$ cat src/logic/uart_settings.svh
/* sizes and APB register map of the UART
   offsets are byte addresses, TXDATA and RXDATA share one offset */
`ifndef UART_SETTINGS_SVH
`define UART_SETTINGS_SVH

`define UART_DIV_W      16      // bit duration register width
`define UART_FIFO_DEPTH 4       // entries per fifo
`define UART_ADDR_W     4       // apb address width

`define UART_REG_DIV    4'h0    // bit duration in clock cycles
`define UART_REG_CTRL   4'h4    // tx en, rx en, soft reset
`define UART_REG_STATUS 4'h8    // tx full, tx idle, rx not empty, overrun
`define UART_REG_TXDATA 4'hC    // write side
`define UART_REG_RXDATA 4'hC    // read side

`endif

$ cat src/logic/uart_pkg.sv
/* payload types of the two FIFOs and the CTRL bit positions */
`default_nettype none

package uart_pkg;

   // one data byte, the transmit fifo payload
   typedef logic [7:0] byte_t;

   // receive fifo payload, frame_err lands in bit 8
   typedef struct packed {
      logic  frame_err;
      byte_t data;
   } rx_entry_t;

   ////////////////////////////////////////////////////////////
   // CTRL register bits
   localparam int unsigned CTRL_TX_EN    = 0;
   localparam int unsigned CTRL_RX_EN    = 1;
   localparam int unsigned CTRL_SOFT_RST = 2;   // self-clearing

endpackage

`default_nettype wire

$ cat src/logic/uart_apb_regs.sv
/* APB slave with PREADY tied high; a transfer is one setup and one access cycle
   read data is captured in the setup cycle, a DIV below 4 is stored as 4 */
`timescale 1ns/100ps
`default_nettype none
`include "uart_settings.svh"

module uart_apb_regs (
   input  logic                    clk_i,
   input  logic                    arst_i,
   input  logic                    psel_i,
   input  logic                    penable_i,
   input  logic                    pwrite_i,
   input  logic [`UART_ADDR_W-1:0] paddr_i,
   input  logic [31:0]             pwdata_i,
   output logic [31:0]             prdata_o,
   output logic                    pready_o,
   output logic                    pslverr_o,
   output logic [`UART_DIV_W-1:0]  bit_duration_o,
   output logic                    tx_en_o,
   output logic                    rx_en_o,
   output logic                    soft_rst_o,
   output logic                    tx_push_o,
   output uart_pkg::byte_t         tx_data_o,
   input  logic                    tx_full_i,
   output logic                    rx_pop_o,
   input  uart_pkg::rx_entry_t     rx_head_i,
   input  logic                    rx_empty_i,
   input  logic                    tx_idle_i,
   input  logic                    overrun_i
);

   localparam logic [`UART_DIV_W-1:0] DIV_MIN = `UART_DIV_W'(4);

   logic                   setup;
   logic                   access;
   logic                   sel_div;
   logic                   sel_ctrl;
   logic                   sel_status;
   logic                   sel_tx;
   logic                   sel_rx;
   logic                   mapped;
   logic [`UART_DIV_W-1:0] div_q;
   logic                   tx_en_q;
   logic                   rx_en_q;
   logic                   soft_rst_q;
   logic                   overrun_q;
   logic                   rx_avail_q;   // rx fifo held a byte at setup
   logic [31:0]            rd_data;
   logic [31:0]            prdata_q;

   assign setup      = psel_i & ~penable_i;
   assign access     = psel_i & penable_i;
   assign sel_div    = (paddr_i == `UART_REG_DIV);
   assign sel_ctrl   = (paddr_i == `UART_REG_CTRL);
   assign sel_status = (paddr_i == `UART_REG_STATUS);
   assign sel_tx     = (paddr_i == `UART_REG_TXDATA);
   assign sel_rx     = (paddr_i == `UART_REG_RXDATA);
   assign mapped     = sel_div | sel_ctrl | sel_status | sel_tx | sel_rx;

   ////////////////////////////////////////////////////////////
   // register writes, taken in the access cycle
   always_ff @(posedge clk_i or negedge arst_i) begin
      if (!arst_i) begin
         div_q      <= DIV_MIN;
         tx_en_q    <= 1'b0;
         rx_en_q    <= 1'b0;
         soft_rst_q <= 1'b0;
         overrun_q  <= 1'b0;
      end else begin
         soft_rst_q <= 1'b0;                     // pulse for one cycle
         if (overrun_i) begin
            overrun_q <= 1'b1;                   // set beats clear
         end else if (soft_rst_q) begin
            overrun_q <= 1'b0;
         end else if (access && pwrite_i && sel_status && pwdata_i[3]) begin
            overrun_q <= 1'b0;                   // write 1 to clear
         end
         if (access && pwrite_i && sel_div) begin
            div_q <= (pwdata_i[`UART_DIV_W-1:0] < DIV_MIN) ?
                     DIV_MIN : pwdata_i[`UART_DIV_W-1:0];
         end
         if (access && pwrite_i && sel_ctrl) begin
            tx_en_q    <= pwdata_i[uart_pkg::CTRL_TX_EN];
            rx_en_q    <= pwdata_i[uart_pkg::CTRL_RX_EN];
            soft_rst_q <= pwdata_i[uart_pkg::CTRL_SOFT_RST];
         end
      end
   end

   ////////////////////////////////////////////////////////////
   // read mux, registered in the setup cycle
   always_comb begin
      rd_data = '0;
      case (paddr_i)
         `UART_REG_DIV: rd_data[`UART_DIV_W-1:0] = div_q;
         `UART_REG_CTRL: begin
            rd_data[uart_pkg::CTRL_TX_EN] = tx_en_q;
            rd_data[uart_pkg::CTRL_RX_EN] = rx_en_q;
         end
         `UART_REG_STATUS: rd_data[3:0] = {overrun_q, ~rx_empty_i, tx_idle_i, tx_full_i};
         `UART_REG_RXDATA: begin
            if (!rx_empty_i)
               rd_data[8:0] = rx_head_i;         // zero when empty
         end
         default: rd_data = '0;
      endcase
   end

   always_ff @(posedge clk_i or negedge arst_i) begin
      if (!arst_i) begin
         prdata_q   <= '0;
         rx_avail_q <= 1'b0;
      end else if (setup && !pwrite_i) begin
         prdata_q   <= rd_data;
         rx_avail_q <= ~rx_empty_i;
      end
   end

   assign prdata_o       = prdata_q;
   assign pready_o       = 1'b1;
   assign bit_duration_o = div_q;
   assign tx_en_o        = tx_en_q;
   assign rx_en_o        = rx_en_q;
   assign soft_rst_o     = soft_rst_q;
   assign tx_data_o      = pwdata_i[7:0];
   assign tx_push_o      = access & pwrite_i & sel_tx & ~tx_full_i;
   assign rx_pop_o       = access & ~pwrite_i & sel_rx & rx_avail_q;
   assign pslverr_o      = access & (~mapped | (pwrite_i & sel_tx & tx_full_i) |
                                     (~pwrite_i & sel_rx & ~rx_avail_q));

   // read data comes from the setup cycle just before
   a_access_after_setup: assert property (@(posedge clk_i) disable iff (!arst_i)
      access |-> $past(setup));

   // an rx pop always finds a byte in the fifo
   a_pop_not_empty: assert property (@(posedge clk_i) disable iff (!arst_i)
      rx_pop_o |-> !rx_empty_i);

endmodule

`default_nettype wire

$ cat src/logic/uart_fifo.sv
/* single-clock FIFO, payload type given by parameter
   a push is refused when full, a pop when empty; clear_i empties it */
`timescale 1ns/100ps
`default_nettype none

module uart_fifo #(
   parameter type         payload_t = logic [7:0],
   parameter int unsigned DEPTH     = 4
) (
   input  logic     clk_i,
   input  logic     arst_i,
   input  logic     clear_i,
   input  logic     push_i,
   input  payload_t data_i,
   input  logic     pop_i,
   output payload_t head_o,
   output logic     full_o,
   output logic     empty_o
);

   localparam int unsigned PTR_W = (DEPTH > 1) ? $clog2(DEPTH) : 1;
   localparam int unsigned CNT_W = $clog2(DEPTH + 1);

   payload_t         mem [DEPTH];
   logic [PTR_W-1:0] wr_ptr;
   logic [PTR_W-1:0] rd_ptr;
   logic [CNT_W-1:0] count;
   logic             push_ok;
   logic             pop_ok;

   function automatic logic [PTR_W-1:0] next_ptr(input logic [PTR_W-1:0] ptr);
      return (ptr == PTR_W'(DEPTH - 1)) ? '0 : ptr + 1'b1;   // wrap
   endfunction

   assign push_ok = push_i & ~full_o;
   assign pop_ok  = pop_i & ~empty_o;
   assign full_o  = (count == CNT_W'(DEPTH));
   assign empty_o = (count == '0);
   assign head_o  = mem[rd_ptr];

   always_ff @(posedge clk_i or negedge arst_i) begin
      if (!arst_i) begin
         wr_ptr <= '0;
         rd_ptr <= '0;
         count  <= '0;
      end else if (clear_i) begin
         wr_ptr <= '0;
         rd_ptr <= '0;
         count  <= '0;
      end else begin
         if (push_ok)
            wr_ptr <= next_ptr(wr_ptr);
         if (pop_ok)
            rd_ptr <= next_ptr(rd_ptr);
         count <= count + CNT_W'(push_ok) - CNT_W'(pop_ok);
      end
   end

   always_ff @(posedge clk_i) begin
      if (push_ok)
         mem[wr_ptr] <= data_i;
   end

   // a refused push leaves a full fifo untouched
   a_no_overflow: assert property (@(posedge clk_i) disable iff (!arst_i)
      (push_i && full_o && !pop_ok && !clear_i) |=> (full_o && $stable(wr_ptr)));

   // a refused pop leaves an empty fifo untouched
   a_no_underflow: assert property (@(posedge clk_i) disable iff (!arst_i)
      (pop_i && empty_o && !push_ok && !clear_i) |=> (empty_o && $stable(rd_ptr)));

endmodule

`default_nettype wire

$ cat src/logic/uart_serial_rx.sv
/* 8N1 receiver; after reset, a disable or a bad frame it first needs a full bit of
   idle line. a byte is pushed half a bit after the stop-bit center, or dropped
   with overrun_o when the rx FIFO is full */
`timescale 1ns/100ps
`default_nettype none
`include "uart_settings.svh"

module uart_serial_rx (
   input  logic                   clk_i,
   input  logic                   arst_i,
   input  logic                   soft_rst_i,
   input  logic                   rx_en_i,
   input  logic [`UART_DIV_W-1:0] bit_duration_i,
   input  logic                   rxd_i,
   input  logic                   full_i,
   output logic                   push_o,
   output uart_pkg::rx_entry_t    entry_o,
   output logic                   overrun_o,
   output logic                   rts_o
);

   typedef enum logic [2:0] {
      S_RESYNC, S_LINE_HIGH, S_WAIT_START, S_START, S_DATA, S_STOP
   } state_t;

   state_t                 state;
   logic [1:0]             rxd_sync;
   logic                   rxd;
   logic                   rts_q;
   logic [`UART_DIV_W-1:0] cyc_cnt;
   logic [`UART_DIV_W-1:0] half_bit;
   logic [3:0]             bit_cnt;
   logic                   sample;     // bit center in the data phase
   logic                   done;
   logic                   frame_err_q;
   uart_pkg::byte_t        shift_q;

   assign rxd      = rxd_sync[1];
   assign half_bit = bit_duration_i >> 1;
   assign sample   = (state == S_DATA) && (cyc_cnt == bit_duration_i);
   assign done     = (state == S_STOP) && (cyc_cnt == half_bit);

   always_ff @(posedge clk_i or negedge arst_i) begin
      if (!arst_i) begin
         rxd_sync <= 2'b11;
         rts_q    <= 1'b0;
      end else begin
         rxd_sync <= {rxd_sync[0], rxd_i};
         rts_q    <= rx_en_i & ~full_i & ~soft_rst_i;   // room for another byte
      end
   end

   ////////////////////////////////////////////////////////////
   // frame detector
   always_ff @(posedge clk_i or negedge arst_i) begin
      if (!arst_i) begin
         state       <= S_RESYNC;
         cyc_cnt     <= `UART_DIV_W'(1);
         bit_cnt     <= '0;
         frame_err_q <= 1'b0;
      end else if (soft_rst_i || !rx_en_i) begin
         state   <= S_RESYNC;
         cyc_cnt <= `UART_DIV_W'(1);
         bit_cnt <= '0;
      end else begin
         cyc_cnt <= cyc_cnt + 1'b1;
         case (state)
            S_RESYNC: begin
               cyc_cnt <= `UART_DIV_W'(1);
               if (rxd)
                  state <= S_LINE_HIGH;
            end
            S_LINE_HIGH: begin
               if (!rxd)
                  state <= S_RESYNC;              // dropped early, start over
               else if (cyc_cnt == bit_duration_i)
                  state <= S_WAIT_START;
            end
            S_WAIT_START: begin
               cyc_cnt <= `UART_DIV_W'(1);
               if (!rxd)
                  state <= S_START;
            end
            S_START: begin
               if (cyc_cnt == half_bit) begin
                  cyc_cnt <= `UART_DIV_W'(1);
                  bit_cnt <= '0;
                  state   <= rxd ? S_RESYNC : S_DATA;   // glitch, not a start bit
               end
            end
            S_DATA: begin
               if (sample) begin
                  cyc_cnt <= `UART_DIV_W'(1);
                  bit_cnt <= bit_cnt + 4'd1;
                  if (bit_cnt == 4'd8) begin
                     frame_err_q <= ~rxd;          // stop bit must be high
                     state       <= S_STOP;
                  end
               end
            end
            S_STOP: begin
               if (done)
                  state <= frame_err_q ? S_RESYNC : S_WAIT_START;
            end
            default: state <= S_RESYNC;
         endcase
      end
   end

   always_ff @(posedge clk_i) begin
      if (sample && bit_cnt != 4'd8)
         shift_q <= {rxd, shift_q[7:1]};          // lsb arrives first
   end

   assign entry_o   = {frame_err_q, shift_q};
   assign push_o    = done & ~full_i;
   assign overrun_o = done & full_i;
   assign rts_o     = rts_q;

endmodule

`default_nettype wire

$ cat src/logic/uart_serial_tx.sv
/* 8N1 transmitter fed from the tx FIFO; a frame starts only while tx is enabled
   and the synchronized cts is high, and a started frame always runs to its stop bit */
`timescale 1ns/100ps
`default_nettype none
`include "uart_settings.svh"

module uart_serial_tx (
   input  logic                   clk_i,
   input  logic                   arst_i,
   input  logic                   soft_rst_i,
   input  logic                   tx_en_i,
   input  logic [`UART_DIV_W-1:0] bit_duration_i,
   input  uart_pkg::byte_t        data_i,
   input  logic                   empty_i,
   input  logic                   cts_i,
   output logic                   pop_o,
   output logic                   txd_o,
   output logic                   idle_o
);

   typedef enum logic [1:0] {S_IDLE, S_LOAD, S_SHIFT} state_t;

   state_t                 state;
   logic [1:0]             cts_sync;
   logic [9:0]             pattern;    // {stop, data, start}, lsb on the line
   logic [3:0]             bit_cnt;
   logic [`UART_DIV_W-1:0] cyc_cnt;

   always_ff @(posedge clk_i or negedge arst_i) begin
      if (!arst_i)
         cts_sync <= 2'b00;
      else
         cts_sync <= {cts_sync[0], cts_i};   // two-flop sync
   end

   ////////////////////////////////////////////////////////////
   // frame sequencer
   always_ff @(posedge clk_i or negedge arst_i) begin
      if (!arst_i) begin
         state   <= S_IDLE;
         pattern <= '1;
         bit_cnt <= '0;
         cyc_cnt <= `UART_DIV_W'(1);
      end else if (soft_rst_i) begin
         state   <= S_IDLE;
         pattern <= '1;
         bit_cnt <= '0;
         cyc_cnt <= `UART_DIV_W'(1);
      end else begin
         case (state)
            S_IDLE: begin
               if (tx_en_i && cts_sync[1] && !empty_i)
                  state <= S_LOAD;
            end
            S_LOAD: begin
               pattern <= {1'b1, data_i, 1'b0};   // fifo head, popped now
               bit_cnt <= '0;
               cyc_cnt <= `UART_DIV_W'(1);
               state   <= S_SHIFT;
            end
            S_SHIFT: begin
               if (cyc_cnt == bit_duration_i) begin
                  cyc_cnt <= `UART_DIV_W'(1);
                  if (bit_cnt == 4'd9) begin
                     state <= S_IDLE;              // stop bit done, line stays high
                  end else begin
                     pattern <= {1'b1, pattern[9:1]};
                     bit_cnt <= bit_cnt + 4'd1;
                  end
               end else begin
                  cyc_cnt <= cyc_cnt + 1'b1;
               end
            end
            default: state <= S_IDLE;
         endcase
      end
   end

   assign pop_o  = (state == S_LOAD);
   assign txd_o  = pattern[0];
   assign idle_o = (state == S_IDLE) & empty_i;   // nothing on the line or queued

   // line rests at mark between frames
   a_idle_high: assert property (@(posedge clk_i) disable iff (!arst_i)
      (state == S_IDLE) |-> txd_o);

endmodule

`default_nettype wire

$ cat src/logic/uart_top.sv
/* UART top: APB registers, tx and rx FIFOs and the two serial engines
   soft reset from CTRL clears both engines and both FIFOs */
`timescale 1ns/100ps
`default_nettype none
`include "uart_settings.svh"

module uart_top (
   input  logic                    clk_i,
   input  logic                    arst_i,
   input  logic                    psel_i,
   input  logic                    penable_i,
   input  logic                    pwrite_i,
   input  logic [`UART_ADDR_W-1:0] paddr_i,
   input  logic [31:0]             pwdata_i,
   output logic [31:0]             prdata_o,
   output logic                    pready_o,
   output logic                    pslverr_o,
   input  logic                    rxd_i,
   input  logic                    cts_i,
   output logic                    txd_o,
   output logic                    rts_o
);

   logic [`UART_DIV_W-1:0] bit_duration;
   logic                   tx_en;
   logic                   rx_en;
   logic                   soft_rst;
   logic                   tx_push;
   logic                   tx_pop;
   logic                   tx_full;
   logic                   tx_empty;
   logic                   tx_idle;
   logic                   rx_push;
   logic                   rx_pop;
   logic                   rx_full;
   logic                   rx_empty;
   logic                   overrun;
   uart_pkg::byte_t        tx_data;
   uart_pkg::byte_t        tx_head;
   uart_pkg::rx_entry_t    rx_entry;
   uart_pkg::rx_entry_t    rx_head;

   uart_apb_regs u_regs (
      .clk_i(clk_i), .arst_i(arst_i),
      .psel_i(psel_i), .penable_i(penable_i), .pwrite_i(pwrite_i),
      .paddr_i(paddr_i), .pwdata_i(pwdata_i),
      .prdata_o(prdata_o), .pready_o(pready_o), .pslverr_o(pslverr_o),
      .bit_duration_o(bit_duration), .tx_en_o(tx_en), .rx_en_o(rx_en),
      .soft_rst_o(soft_rst),
      .tx_push_o(tx_push), .tx_data_o(tx_data), .tx_full_i(tx_full),
      .rx_pop_o(rx_pop), .rx_head_i(rx_head), .rx_empty_i(rx_empty),
      .tx_idle_i(tx_idle), .overrun_i(overrun)
   );

   ////////////////////////////////////////////////////////////
   // buffers
   uart_fifo #(
      .payload_t(uart_pkg::byte_t),
      .DEPTH    (`UART_FIFO_DEPTH)
   ) u_tx_fifo (
      .clk_i(clk_i), .arst_i(arst_i), .clear_i(soft_rst),
      .push_i(tx_push), .data_i(tx_data), .pop_i(tx_pop),
      .head_o(tx_head), .full_o(tx_full), .empty_o(tx_empty)
   );

   uart_fifo #(
      .payload_t(uart_pkg::rx_entry_t),
      .DEPTH    (`UART_FIFO_DEPTH)
   ) u_rx_fifo (
      .clk_i(clk_i), .arst_i(arst_i), .clear_i(soft_rst),
      .push_i(rx_push), .data_i(rx_entry), .pop_i(rx_pop),
      .head_o(rx_head), .full_o(rx_full), .empty_o(rx_empty)
   );

   ////////////////////////////////////////////////////////////
   // serial engines
   uart_serial_tx u_tx (
      .clk_i(clk_i), .arst_i(arst_i), .soft_rst_i(soft_rst),
      .tx_en_i(tx_en), .bit_duration_i(bit_duration),
      .data_i(tx_head), .empty_i(tx_empty), .cts_i(cts_i),
      .pop_o(tx_pop), .txd_o(txd_o), .idle_o(tx_idle)
   );

   uart_serial_rx u_rx (
      .clk_i(clk_i), .arst_i(arst_i), .soft_rst_i(soft_rst),
      .rx_en_i(rx_en), .bit_duration_i(bit_duration),
      .rxd_i(rxd_i), .full_i(rx_full),
      .push_o(rx_push), .entry_o(rx_entry), .overrun_o(overrun), .rts_o(rts_o)
   );

endmodule

`default_nettype wire

$ cat config.mk
export PLATFORM = sky130hd
export DESIGN_NAME = uart_top
export DESIGN_NICKNAME = d
export VERILOG_FILES = /design/src/logic/uart_pkg.sv /design/src/logic/uart_apb_regs.sv /design/src/logic/uart_fifo.sv /design/src/logic/uart_serial_rx.sv /design/src/logic/uart_serial_tx.sv /design/src/logic/uart_top.sv
export VERILOG_INCLUDE_DIRS = /design/src /design/src/logic
export SDC_FILE = /design/constraint.sdc
export NUM_CORES = 1
export LEC_CHECK = 0
export BUFFER_PORTS_ARGS = -buffer_cell sky130_fd_sc_hd__buf_2
export CAP_MARGIN = 0
export CORE_MARGIN = 2
export CORE_UTILIZATION = 54
export DETAILED_ROUTE_END_ITERATION = 8
export PLACE_DENSITY = 0.85
export SYNTH_ARGS = -nofsm -noshare
export SYNTH_HDL_FRONTEND = slang
export SYNTH_SLANG_ARGS = --single-unit
$ cat constraint.sdc
create_clock -name clk_i -period 2.68 [get_ports clk_i]
set_input_delay 0.536 -clock clk_i [delete_from_list [all_inputs] [get_ports clk_i]]
set_output_delay 0.536 -clock clk_i [all_outputs]
set_load 0.03 [all_outputs]
==> results of run 1 <==
flip-flops by register name (all words and copies together) (netlist names), 3 cells and up:
name and count:
u_tx.pattern 9, u_rx.cyc_cnt 16, u_tx.bit_cnt 4, u_rx_fifo.mem 36, u_regs.prdata_o 16, u_rx_fifo.count 3
u_rx.state 3, u_rx.shift_q 8, u_tx_fifo.count 3, u_tx_fifo.mem 32, u_regs.bit_duration_o 16, u_rx.bit_cnt 4
u_tx.cyc_cnt 16
final cells by class:
type	count	share of cell area
timing repair buffer	81	0.0522
tap	216	0.0270
multi-input combinational	492	0.348
inverter	25	0.00936
sequential	187	0.507
clock buffer	20	0.0456
clock inverter	12	0.0110
final timing paths:
| path | startpoint | endpoint | slack, ps | cells after the start |
|---|---|---|---|---|
| max | u_regs.bit_duration_o[2] | u_rx_fifo.count[2] | 180 | 10 |
| min | arst_i | u_tx.bit_cnt[2] | 120 | 1 |
| max reg2reg | u_regs.bit_duration_o[2] | u_rx_fifo.count[2] | 180 | 10 |
| min reg2reg | u_rx.rxd_sync[0] | u_rx.rxd_sync[1] | 360 | 0 |
| max in group asynchronous | arst_i | u_rx.rxd_sync[1] | 1860 | 2 |
| min in group clk_i | rxd_i | u_rx.rxd_sync[0] | 190 | 1 |
placed cells by master, fill, tap and decap left out, types with 8 or more instances in the layout:
master	count
sky130_fd_sc_hd__mux2i_1	12
sky130_fd_sc_hd__o21ai_0	24
sky130_fd_sc_hd__nand4_1	19
sky130_fd_sc_hd__nand2_1	49
sky130_fd_sc_hd__buf_4	35
sky130_fd_sc_hd__clkbuf_16	17
sky130_fd_sc_hd__nand3_1	22
sky130_fd_sc_hd__mux2_2	17
sky130_fd_sc_hd__nor2_1	91
sky130_fd_sc_hd__ha_1	20
sky130_fd_sc_hd__edfxtp_1	76
sky130_fd_sc_hd__xor2_1	40
sky130_fd_sc_hd__dfrtp_1	97
sky130_fd_sc_hd__conb_1	17
sky130_fd_sc_hd__mux4_2	17
sky130_fd_sc_hd__nor2b_1	14
sky130_fd_sc_hd__buf_2	44
sky130_fd_sc_hd__inv_1	25
sky130_fd_sc_hd__dfstp_2	14
sky130_fd_sc_hd__and2_1	12
sky130_fd_sc_hd__a22o_1	8
sky130_fd_sc_hd__a21oi_1	11
sky130_fd_sc_hd__nor4_1	9
sky130_fd_sc_hd__xnor2_1	39
sky130_fd_sc_hd__nor3_1	10
through the flow:
stage               hold slack, ps  area (um^2)
floorplan                      240         8940
global placement               345         9450
detailed placement             349         9450
CTS                            121        10000
global route                   158        10000
finish                         124        10000
routing by layer:
layer	vias up	wire length, um
met1	2917	8010
met3	25	815
met5	-	0
met4	0	327
li1	2695	-
met2	153	9290
where the power goes:
group          switching [mW]  internal (mW)  leakage (nW)
combinational           0.597          0.464          1.72
sequential              0.264           3.26          2.11
clock                    1.11           1.34         0.283
cell families (layout without fill, tap and decap cells):
kind of cell | count (synthesis) | after routing | share of synthesized area
other | 2 | 17 | 0.000845
buffers and inverters | 76 | 138 | 0.0421
multiplexers | 47 | 47 | 0.0798
XOR/XNOR | 79 | 79 | 0.0779
AO/OA/AOI/OAI | 71 | 71 | 0.0527
flip-flops | 187 | 187 | 0.571
AND/OR/NAND/NOR | 256 | 256 | 0.143
adder cells (fa/ha/maj) | 22 | 22 | 0.0327
worst max-delay path, cell delays in order (launching register included):
cell,delay [ps]
sky130_fd_sc_hd__dfstp_2,640
sky130_fd_sc_hd__xnor2_1,160
sky130_fd_sc_hd__nand4_1,170
sky130_fd_sc_hd__nor4_4,350
sky130_fd_sc_hd__nand2_1,100
sky130_fd_sc_hd__nor2_2,120
sky130_fd_sc_hd__ha_1,160
sky130_fd_sc_hd__inv_1,50
sky130_fd_sc_hd__fa_1,380
sky130_fd_sc_hd__xnor2_1,170
sky130_fd_sc_hd__nor2_1,50
==> flow_summary.html, run 1 <==
<table>
<tr><th>Metric</th><th>Value</th></tr>
<tr><th colspan="2">Run status</th></tr>
<tr><td>Run status</td><td>finished clean</td></tr>
<tr><th colspan="2">Synthesis</th></tr>
<tr><td>Post-synth EDFFs</td><td>76</td></tr>
<tr><td>Warnings from Yosys</td><td>0</td></tr>
<tr><td>Average footprint of a synthesized cell</td><td>12.0 um^2</td></tr>
<tr><td>Proportion of netlist area held by the largest area contributor</td><td>0.273</td></tr>
<tr><td>Post-synthesis instance area</td><td>8880 um^2</td></tr>
<tr><td>Cell count after synthesis</td><td>740</td></tr>
<tr><td>Dominant register cell in the synthesized netlist</td><td>sky130_fd_sc_hd__dfrtp_1</td></tr>
<tr><td>Main area contributors after synthesis</td><td>sky130_fd_sc_hd__dfrtp_1, sky130_fd_sc_hd__edfxtp_1, sky130_fd_sc_hd__mux4_2</td></tr>
<tr><td>Leading cell type by number of instances after synthesis</td><td>sky130_fd_sc_hd__dfrtp_1</td></tr>
<tr><td>Count of different cell masters after synthesis</td><td>57</td></tr>
<tr><td>Top cell types by occurrence after synthesis</td><td>sky130_fd_sc_hd__dfrtp_1, sky130_fd_sc_hd__nor2_1, sky130_fd_sc_hd__edfxtp_1</td></tr>
<tr><td>Proportion of synthesized chip area in sequential cells</td><td>0.571</td></tr>
<tr><td>Synth area leader</td><td>sky130_fd_sc_hd__dfrtp_1</td></tr>
<tr><td>Share of synthesized flip-flops with an asynchronous set or reset</td><td>0.594</td></tr>
<tr><td>Flip-flop and latch count after synthesis</td><td>187</td></tr>
<tr><th colspan="2">Power</th></tr>
<tr><td>Post-layout total power</td><td>7.04 mW</td></tr>
<tr><td>Worst-case vdd ir drop</td><td>595 uV</td></tr>
<tr><td>Pwr dens</td><td>703 nW/um^2</td></tr>
<tr><td>Leak Pwr</td><td>4.12 nW</td></tr>
<tr><th colspan="2">STA</th></tr>
<tr><td>Total negative setup slack</td><td>0 ps</td></tr>
<tr><td>Final clock period utilization by the worst path</td><td>0.932</td></tr>
<tr><td>RSZ-0062 raised after global routing</td><td>no</td></tr>
<tr><td>Worst relative slew slack</td><td>0.474</td></tr>
<tr><td>Post-route minimum period</td><td>2500 ps</td></tr>
<tr><td>Worst Max-Slew Pin Slew</td><td>782 ps</td></tr>
<tr><td>Max-slew violation count</td><td>0</td></tr>
<tr><td>Hold Vio Cnt, Final</td><td>0</td></tr>
<tr><td>Highest achievable clock rate</td><td>400 MHz</td></tr>
<tr><td>Setup skew after layout</td><td>9.06 ps</td></tr>
<tr><td>Count of endpoints failing setup in the final report</td><td>0</td></tr>
<tr><td>Final worst setup slack</td><td>181 ps</td></tr>
<tr><th colspan="2">Worst setup path</th></tr>
<tr><td>Worst EP required</td><td>2980 ps</td></tr>
<tr><td>Arrival time of the worst setup path</td><td>2800 ps</td></tr>
<tr><td>Largest driver fanout on the critical path</td><td>5</td></tr>
<tr><td>Critical Path Sink Type</td><td>flip-flop</td></tr>
<tr><td>Startpoint types</td><td>flip-flop</td></tr>
<tr><td>Critical path type</td><td>flip-flop to flip-flop</td></tr>
<tr><th colspan="2">Route</th></tr>
<tr><td>Number of vias after detailed routing</td><td>5790</td></tr>
<tr><td>First-iteration detailed-routing DRC count</td><td>434</td></tr>
<tr><td>Per-cell routed wire length</td><td>17.9 um</td></tr>
<tr><td>1st-pass router iterations</td><td>5</td></tr>
<tr><td>Via density</td><td>5.61</td></tr>
<tr><td>Final routed DRC violation total</td><td>0</td></tr>
<tr><td>Number of routed nets with antenna violations</td><td>0</td></tr>
<tr><td>Sum of routed wire length over all layers</td><td>18400 um</td></tr>
<tr><th colspan="2">Floorplan</th></tr>
<tr><td>Die footprint</td><td>17500 um^2</td></tr>
<tr><td>Core region area</td><td>16000 um^2</td></tr>
<tr><td>Die Height</td><td>132 um</td></tr>
<tr><td># IOs</td><td>79</td></tr>
<tr><td>Die Width</td><td>132 um</td></tr>
<tr><td>Initial core utilization</td><td>0.555</td></tr>
<tr><td>Number of rows in the core area</td><td>46</td></tr>
<tr><th colspan="2">Clock tree</th></tr>
<tr><td>Master cell of the clock root buffer</td><td>sky130_fd_sc_hd__clkbuf_16</td></tr>
<tr><td>Level count of the clock H-tree</td><td>4</td></tr>
<tr><td>Hold-fix buffers at CTS</td><td>0</td></tr>
<tr><td>CTS max path bufs</td><td>2</td></tr>
<tr><td>Clock tree from TritonCTS</td><td>yes</td></tr>
<tr><td>Worst skew pair latency</td><td>440 ps</td></tr>
<tr><td>TritonCTS Buffers</td><td>17</td></tr>
<tr><td>Buffers inserted by post-CTS timing repair</td><td>0</td></tr>
<tr><td>PostCTS Resize Cnt</td><td>0</td></tr>
<tr><td>CTS Sinks</td><td>187</td></tr>
<tr><td>Clock transition at the registers of the reported paths</td><td>70 ps</td></tr>
<tr><th colspan="2">Place</th></tr>
<tr><td>Pre-CTS worst setup slack</td><td>112 ps</td></tr>
<tr><td>Number of buffer cells added on primary ports</td><td>45</td></tr>
<tr><td>Placed cell count</td><td>1001</td></tr>
<tr><td>Global placer's final weighted congestion</td><td>0.873</td></tr>
<tr><td>Placed wire-length estimate after detailed placement</td><td>12900 um</td></tr>
<tr><th colspan="2">Global route</th></tr>
<tr><td>Gr busiest metal</td><td>met2</td></tr>
<tr><td>All-layer global routing usage</td><td>0.223</td></tr>
<tr><td>Total congestion overflow after global routing</td><td>0</td></tr>
<tr><td>Via count of the first global-routing pass</td><td>5741</td></tr>
<tr><td>GR Util met1</td><td>0.289</td></tr>
<tr><td>Routing usage on met3</td><td>0.0469</td></tr>
<tr><td>Routing usage on met2</td><td>0.374</td></tr>
<tr><td>Largest net degree at the start of global routing</td><td>46</td></tr>
<tr><td>Initial antenna violation count</td><td>1</td></tr>
<tr><td>Wire length of the first global-routing pass</td><td>30300 um</td></tr>
<tr><th colspan="2">Layout</th></tr>
<tr><td>Number of diodes</td><td>0</td></tr>
<tr><td>Post-Layout Cell Count</td><td>1033</td></tr>
<tr><td>Share of final-layout standard cells stronger than drive strength 1</td><td>0.211</td></tr>
<tr><td>Total Nets Final</td><td>869</td></tr>
<tr><td>Footprint of the flip-flops and latches</td><td>5080 um^2</td></tr>
<tr><td>Layout overhead on the synthesized area</td><td>12.8%</td></tr>
<tr><td>Core occupancy in the finished layout</td><td>0.626</td></tr>
<tr><td>Multi-input gate area</td><td>3490 um^2</td></tr>
<tr><td>Number of fill cells</td><td>1195</td></tr>
<tr><th colspan="2">Worst hold path</th></tr>
<tr><td>Path class of the lowest-slack min-delay path</td><td>input port to async pin</td></tr>
<tr><th colspan="2">Flow run</th></tr>
<tr><td>Number of maximum-capacitance constraint violations</td><td>0</td></tr>
</table>
No activity file was read; power rests on OpenSTA's default activity.
==> run 2: changes to the inputs <==
--- a/config.mk
+++ b/config.mk
@@ -11,7 +11,7 @@
 export CORE_MARGIN = 2
 export CORE_UTILIZATION = 54
 export DETAILED_ROUTE_END_ITERATION = 8
-export PLACE_DENSITY = 0.85
+export PLACE_DENSITY = 0.76
 export SYNTH_ARGS = -nofsm -noshare
 export SYNTH_HDL_FRONTEND = slang
 export SYNTH_SLANG_ARGS = --single-unit
==> run 2 against run 1 <==
Worst setup slack lost 15 ps; critical path depth is the same; die area is the same; final area grew 0.95%; critical path type unchanged.
==> flow_summary.html, run 2 (same netlist as run 1, synthesis figures left out) <==
<table>
<tr><th>Metric</th><th>Value</th></tr>
<tr><th colspan="2">STA</th></tr>
<tr><td>Setup skew after layout</td><td>10.0 ps</td></tr>
<tr><td>Post-route minimum period</td><td>2510 ps</td></tr>
<tr><td>RSZ-0062 raised after global routing</td><td>no</td></tr>
<tr><td>Worst Max-Slew Pin Slew</td><td>729 ps</td></tr>
<tr><td>Hold Vio Cnt, Final</td><td>0</td></tr>
<tr><td>Total negative setup slack</td><td>0 ps</td></tr>
<tr><td>Final worst setup slack</td><td>166 ps</td></tr>
<tr><td>Worst relative slew slack</td><td>0.512</td></tr>
<tr><td>Highest achievable clock rate</td><td>398 MHz</td></tr>
<tr><td>Count of endpoints failing setup in the final report</td><td>0</td></tr>
<tr><td>Final clock period utilization by the worst path</td><td>0.938</td></tr>
<tr><td>Max-slew violation count</td><td>0</td></tr>
<tr><td>Hold slack</td><td>138 ps</td></tr>
<tr><th colspan="2">Clock tree</th></tr>
<tr><td>Buffers inserted by post-CTS timing repair</td><td>0</td></tr>
<tr><td>Clock tree from TritonCTS</td><td>yes</td></tr>
<tr><td>Worst skew pair latency</td><td>440 ps</td></tr>
<tr><td>TritonCTS Buffers</td><td>17</td></tr>
<tr><td>Master cell of the clock root buffer</td><td>sky130_fd_sc_hd__clkbuf_16</td></tr>
<tr><td>Level count of the clock H-tree</td><td>4</td></tr>
<tr><td>CTS Sinks</td><td>187</td></tr>
<tr><td>Clock transition at the registers of the reported paths</td><td>60 ps</td></tr>
<tr><td>Hold-fix buffers at CTS</td><td>0</td></tr>
<tr><td>PostCTS Resize Cnt</td><td>0</td></tr>
<tr><td>CTS max path bufs</td><td>2</td></tr>
<tr><th colspan="2">Worst setup path</th></tr>
<tr><td>Count of buffer and inverter cells on the critical path</td><td>1</td></tr>
<tr><td>Startpoint types</td><td>flip-flop</td></tr>
<tr><td>Largest driver fanout on the critical path</td><td>2</td></tr>
<tr><td>Cell breakdown of the critical path</td><td>xor2_1 -&gt; or4_4 -&gt; nor4_4 -&gt; nand2_1 -&gt; nor2_2 -&gt; ha_1 -&gt; inv_1 -&gt; fa_1 -&gt; xnor2_1 -&gt; nor2_1</td></tr>
<tr><td>Worst EP required</td><td>3000 ps</td></tr>
<tr><td>Cell type of the slowest stage on the worst timing path</td><td>sky130_fd_sc_hd__or4_4</td></tr>
<tr><td>Family with the most delay on the worst path</td><td>simple AND/OR/NAND/NOR gates</td></tr>
<tr><td>Arrival time of the worst setup path</td><td>2830 ps</td></tr>
<tr><td>Slack of the worst reg-to-reg path</td><td>170 ps</td></tr>
<tr><td>Critical Path Sink Type</td><td>flip-flop</td></tr>
<tr><td>Delay of the slowest critical-path stage</td><td>520 ps</td></tr>
<tr><td>Critical path type</td><td>flip-flop to flip-flop</td></tr>
<tr><td>Crit. Startpoint</td><td>u_rx.cyc_cnt[3]</td></tr>
<tr><td>Launch point of the worst reg-to-reg path</td><td>u_rx.cyc_cnt[3]</td></tr>
<tr><th colspan="2">Layout</th></tr>
<tr><td>Layout overhead on the synthesized area</td><td>13.9%</td></tr>
<tr><td>Most common cell after layout, fill and taps aside</td><td>sky130_fd_sc_hd__dfrtp_1</td></tr>
<tr><td>Number of flip-flops under the largest register name</td><td>36</td></tr>
<tr><td>Commonest non-fill, non-tap cells in the layout</td><td>sky130_fd_sc_hd__dfrtp_1, sky130_fd_sc_hd__nor2_1, sky130_fd_sc_hd__edfxtp_1</td></tr>
<tr><td>Share of final-layout standard cells stronger than drive strength 1</td><td>0.213</td></tr>
<tr><td>Total Nets Final</td><td>875</td></tr>
<tr><td>Reg with most FFs</td><td>u_rx_fifo.mem</td></tr>
<tr><td>Number of diodes</td><td>0</td></tr>
<tr><td>Finished Cell Area</td><td>10100 um^2</td></tr>
<tr><td>Regs by FF count</td><td>u_rx_fifo.mem x36, u_tx_fifo.mem x32</td></tr>
<tr><th colspan="2">Global route</th></tr>
<tr><td>Largest net degree at the start of global routing</td><td>47</td></tr>
<tr><td>Initial antenna violation count</td><td>0</td></tr>
<tr><td>All-layer global routing usage</td><td>0.228</td></tr>
<tr><td>Wire length of the first global-routing pass</td><td>31000 um</td></tr>
<tr><td>Via count of the first global-routing pass</td><td>5946</td></tr>
<tr><td>Total congestion overflow after global routing</td><td>0</td></tr>
<tr><th colspan="2">Route</th></tr>
<tr><td>Final routed DRC violation total</td><td>0</td></tr>
<tr><td>Per-cell routed wire length</td><td>18.2 um</td></tr>
<tr><td>Number of routed nets with antenna violations</td><td>0</td></tr>
<tr><td>First-iteration detailed-routing DRC count</td><td>520</td></tr>
<tr><td>Number of vias after detailed routing</td><td>5894</td></tr>
<tr><td>Sum of routed wire length over all layers</td><td>18900 um</td></tr>
<tr><td>1st-pass router iterations</td><td>5</td></tr>
<tr><td>Via density</td><td>5.67</td></tr>
<tr><th colspan="2">Floorplan</th></tr>
<tr><td># IOs</td><td>79</td></tr>
<tr><td>Die Width</td><td>132 um</td></tr>
<tr><td>Number of rows in the core area</td><td>46</td></tr>
<tr><td>Die Height</td><td>132 um</td></tr>
<tr><td>Initial core utilization</td><td>0.555</td></tr>
<tr><td>Die footprint</td><td>17500 um^2</td></tr>
<tr><td>Core region area</td><td>16000 um^2</td></tr>
<tr><th colspan="2">Place</th></tr>
<tr><td>Number of buffer cells added on primary ports</td><td>45</td></tr>
<tr><td>Instance area at placement</td><td>9500 um^2</td></tr>
<tr><td>Pre-CTS worst setup slack</td><td>160 ps</td></tr>
<tr><td>Placed wire-length estimate after detailed placement</td><td>13500 um</td></tr>
<tr><td>Global placer's final weighted congestion</td><td>0.880</td></tr>
<tr><th colspan="2">Run status</th></tr>
<tr><td>Run status</td><td>finished clean</td></tr>
<tr><th colspan="2">Power</th></tr>
<tr><td>Leak Pwr</td><td>4.16 nW</td></tr>
<tr><td>Worst-case vdd ir drop</td><td>534 uV</td></tr>
<tr><td>Pwr dens</td><td>719 nW/um^2</td></tr>
<tr><th colspan="2">Flow run</th></tr>
<tr><td>Number of maximum-capacitance constraint violations</td><td>0</td></tr>
<tr><th colspan="2">Worst hold path</th></tr>
<tr><td>Path class of the lowest-slack min-delay path</td><td>input port to async pin</td></tr>
</table>
run 2: power breakdown:
group          total (mW)  switching (mW)  internal (mW)
Sequential           3.52           0.258           3.26
Clock                2.64            1.05           1.59
Combinational        1.11           0.632          0.481
Total                7.27            1.94           5.33
run 2: stage by stage:
stage / power (mW) / util / instances
detailed placement: 4.68 / 0.594 / 1007
global route: 7.58 / 0.632 / 1039
global placement: 4.60 / 0.594 / 1007
CTS: 7.32 / 0.632 / 1039
floorplan: 4.30 / - / 755
finish: 7.27 / 0.632 / 1039
run 2: worst paths after layout:
path | cells after the start | end
setup / recovery | 10 | u_rx_fifo.count[2]
hold / removal | 1 | u_tx_fifo.rd_ptr[1]
setup reg to reg | 10 | u_rx_fifo.count[2]
hold reg to reg | 0 | u_tx.cts_sync[1]
max in group asynchronous | 2 | u_rx.rxd_sync[1]
min in group clk_i | 1 | u_rx.rxd_sync[0]
run 2: final cells by class:
cell class                      instances  area (um^2)
Tap cell                              216          270
Clock inverter                         11          166
Clock buffer                           21          450
Fill cell                            1211         5880
Multi-Input combinational cell        492         3490
Sequential cell                       187         5080
Inverter                               25         93.8
Timing Repair Buffer                   87          568
run 2: routing by layer:
metal / global-route usage / vias up / share of wire
met2: 0.390 / 186 / 0.51
met4: 0.0872 / 0 / 0.020
met1: 0.293 / 2974 / 0.43
li1: - / 2707 / -
met3: 0.0400 / 27 / 0.047
met5: 0 / - / 0
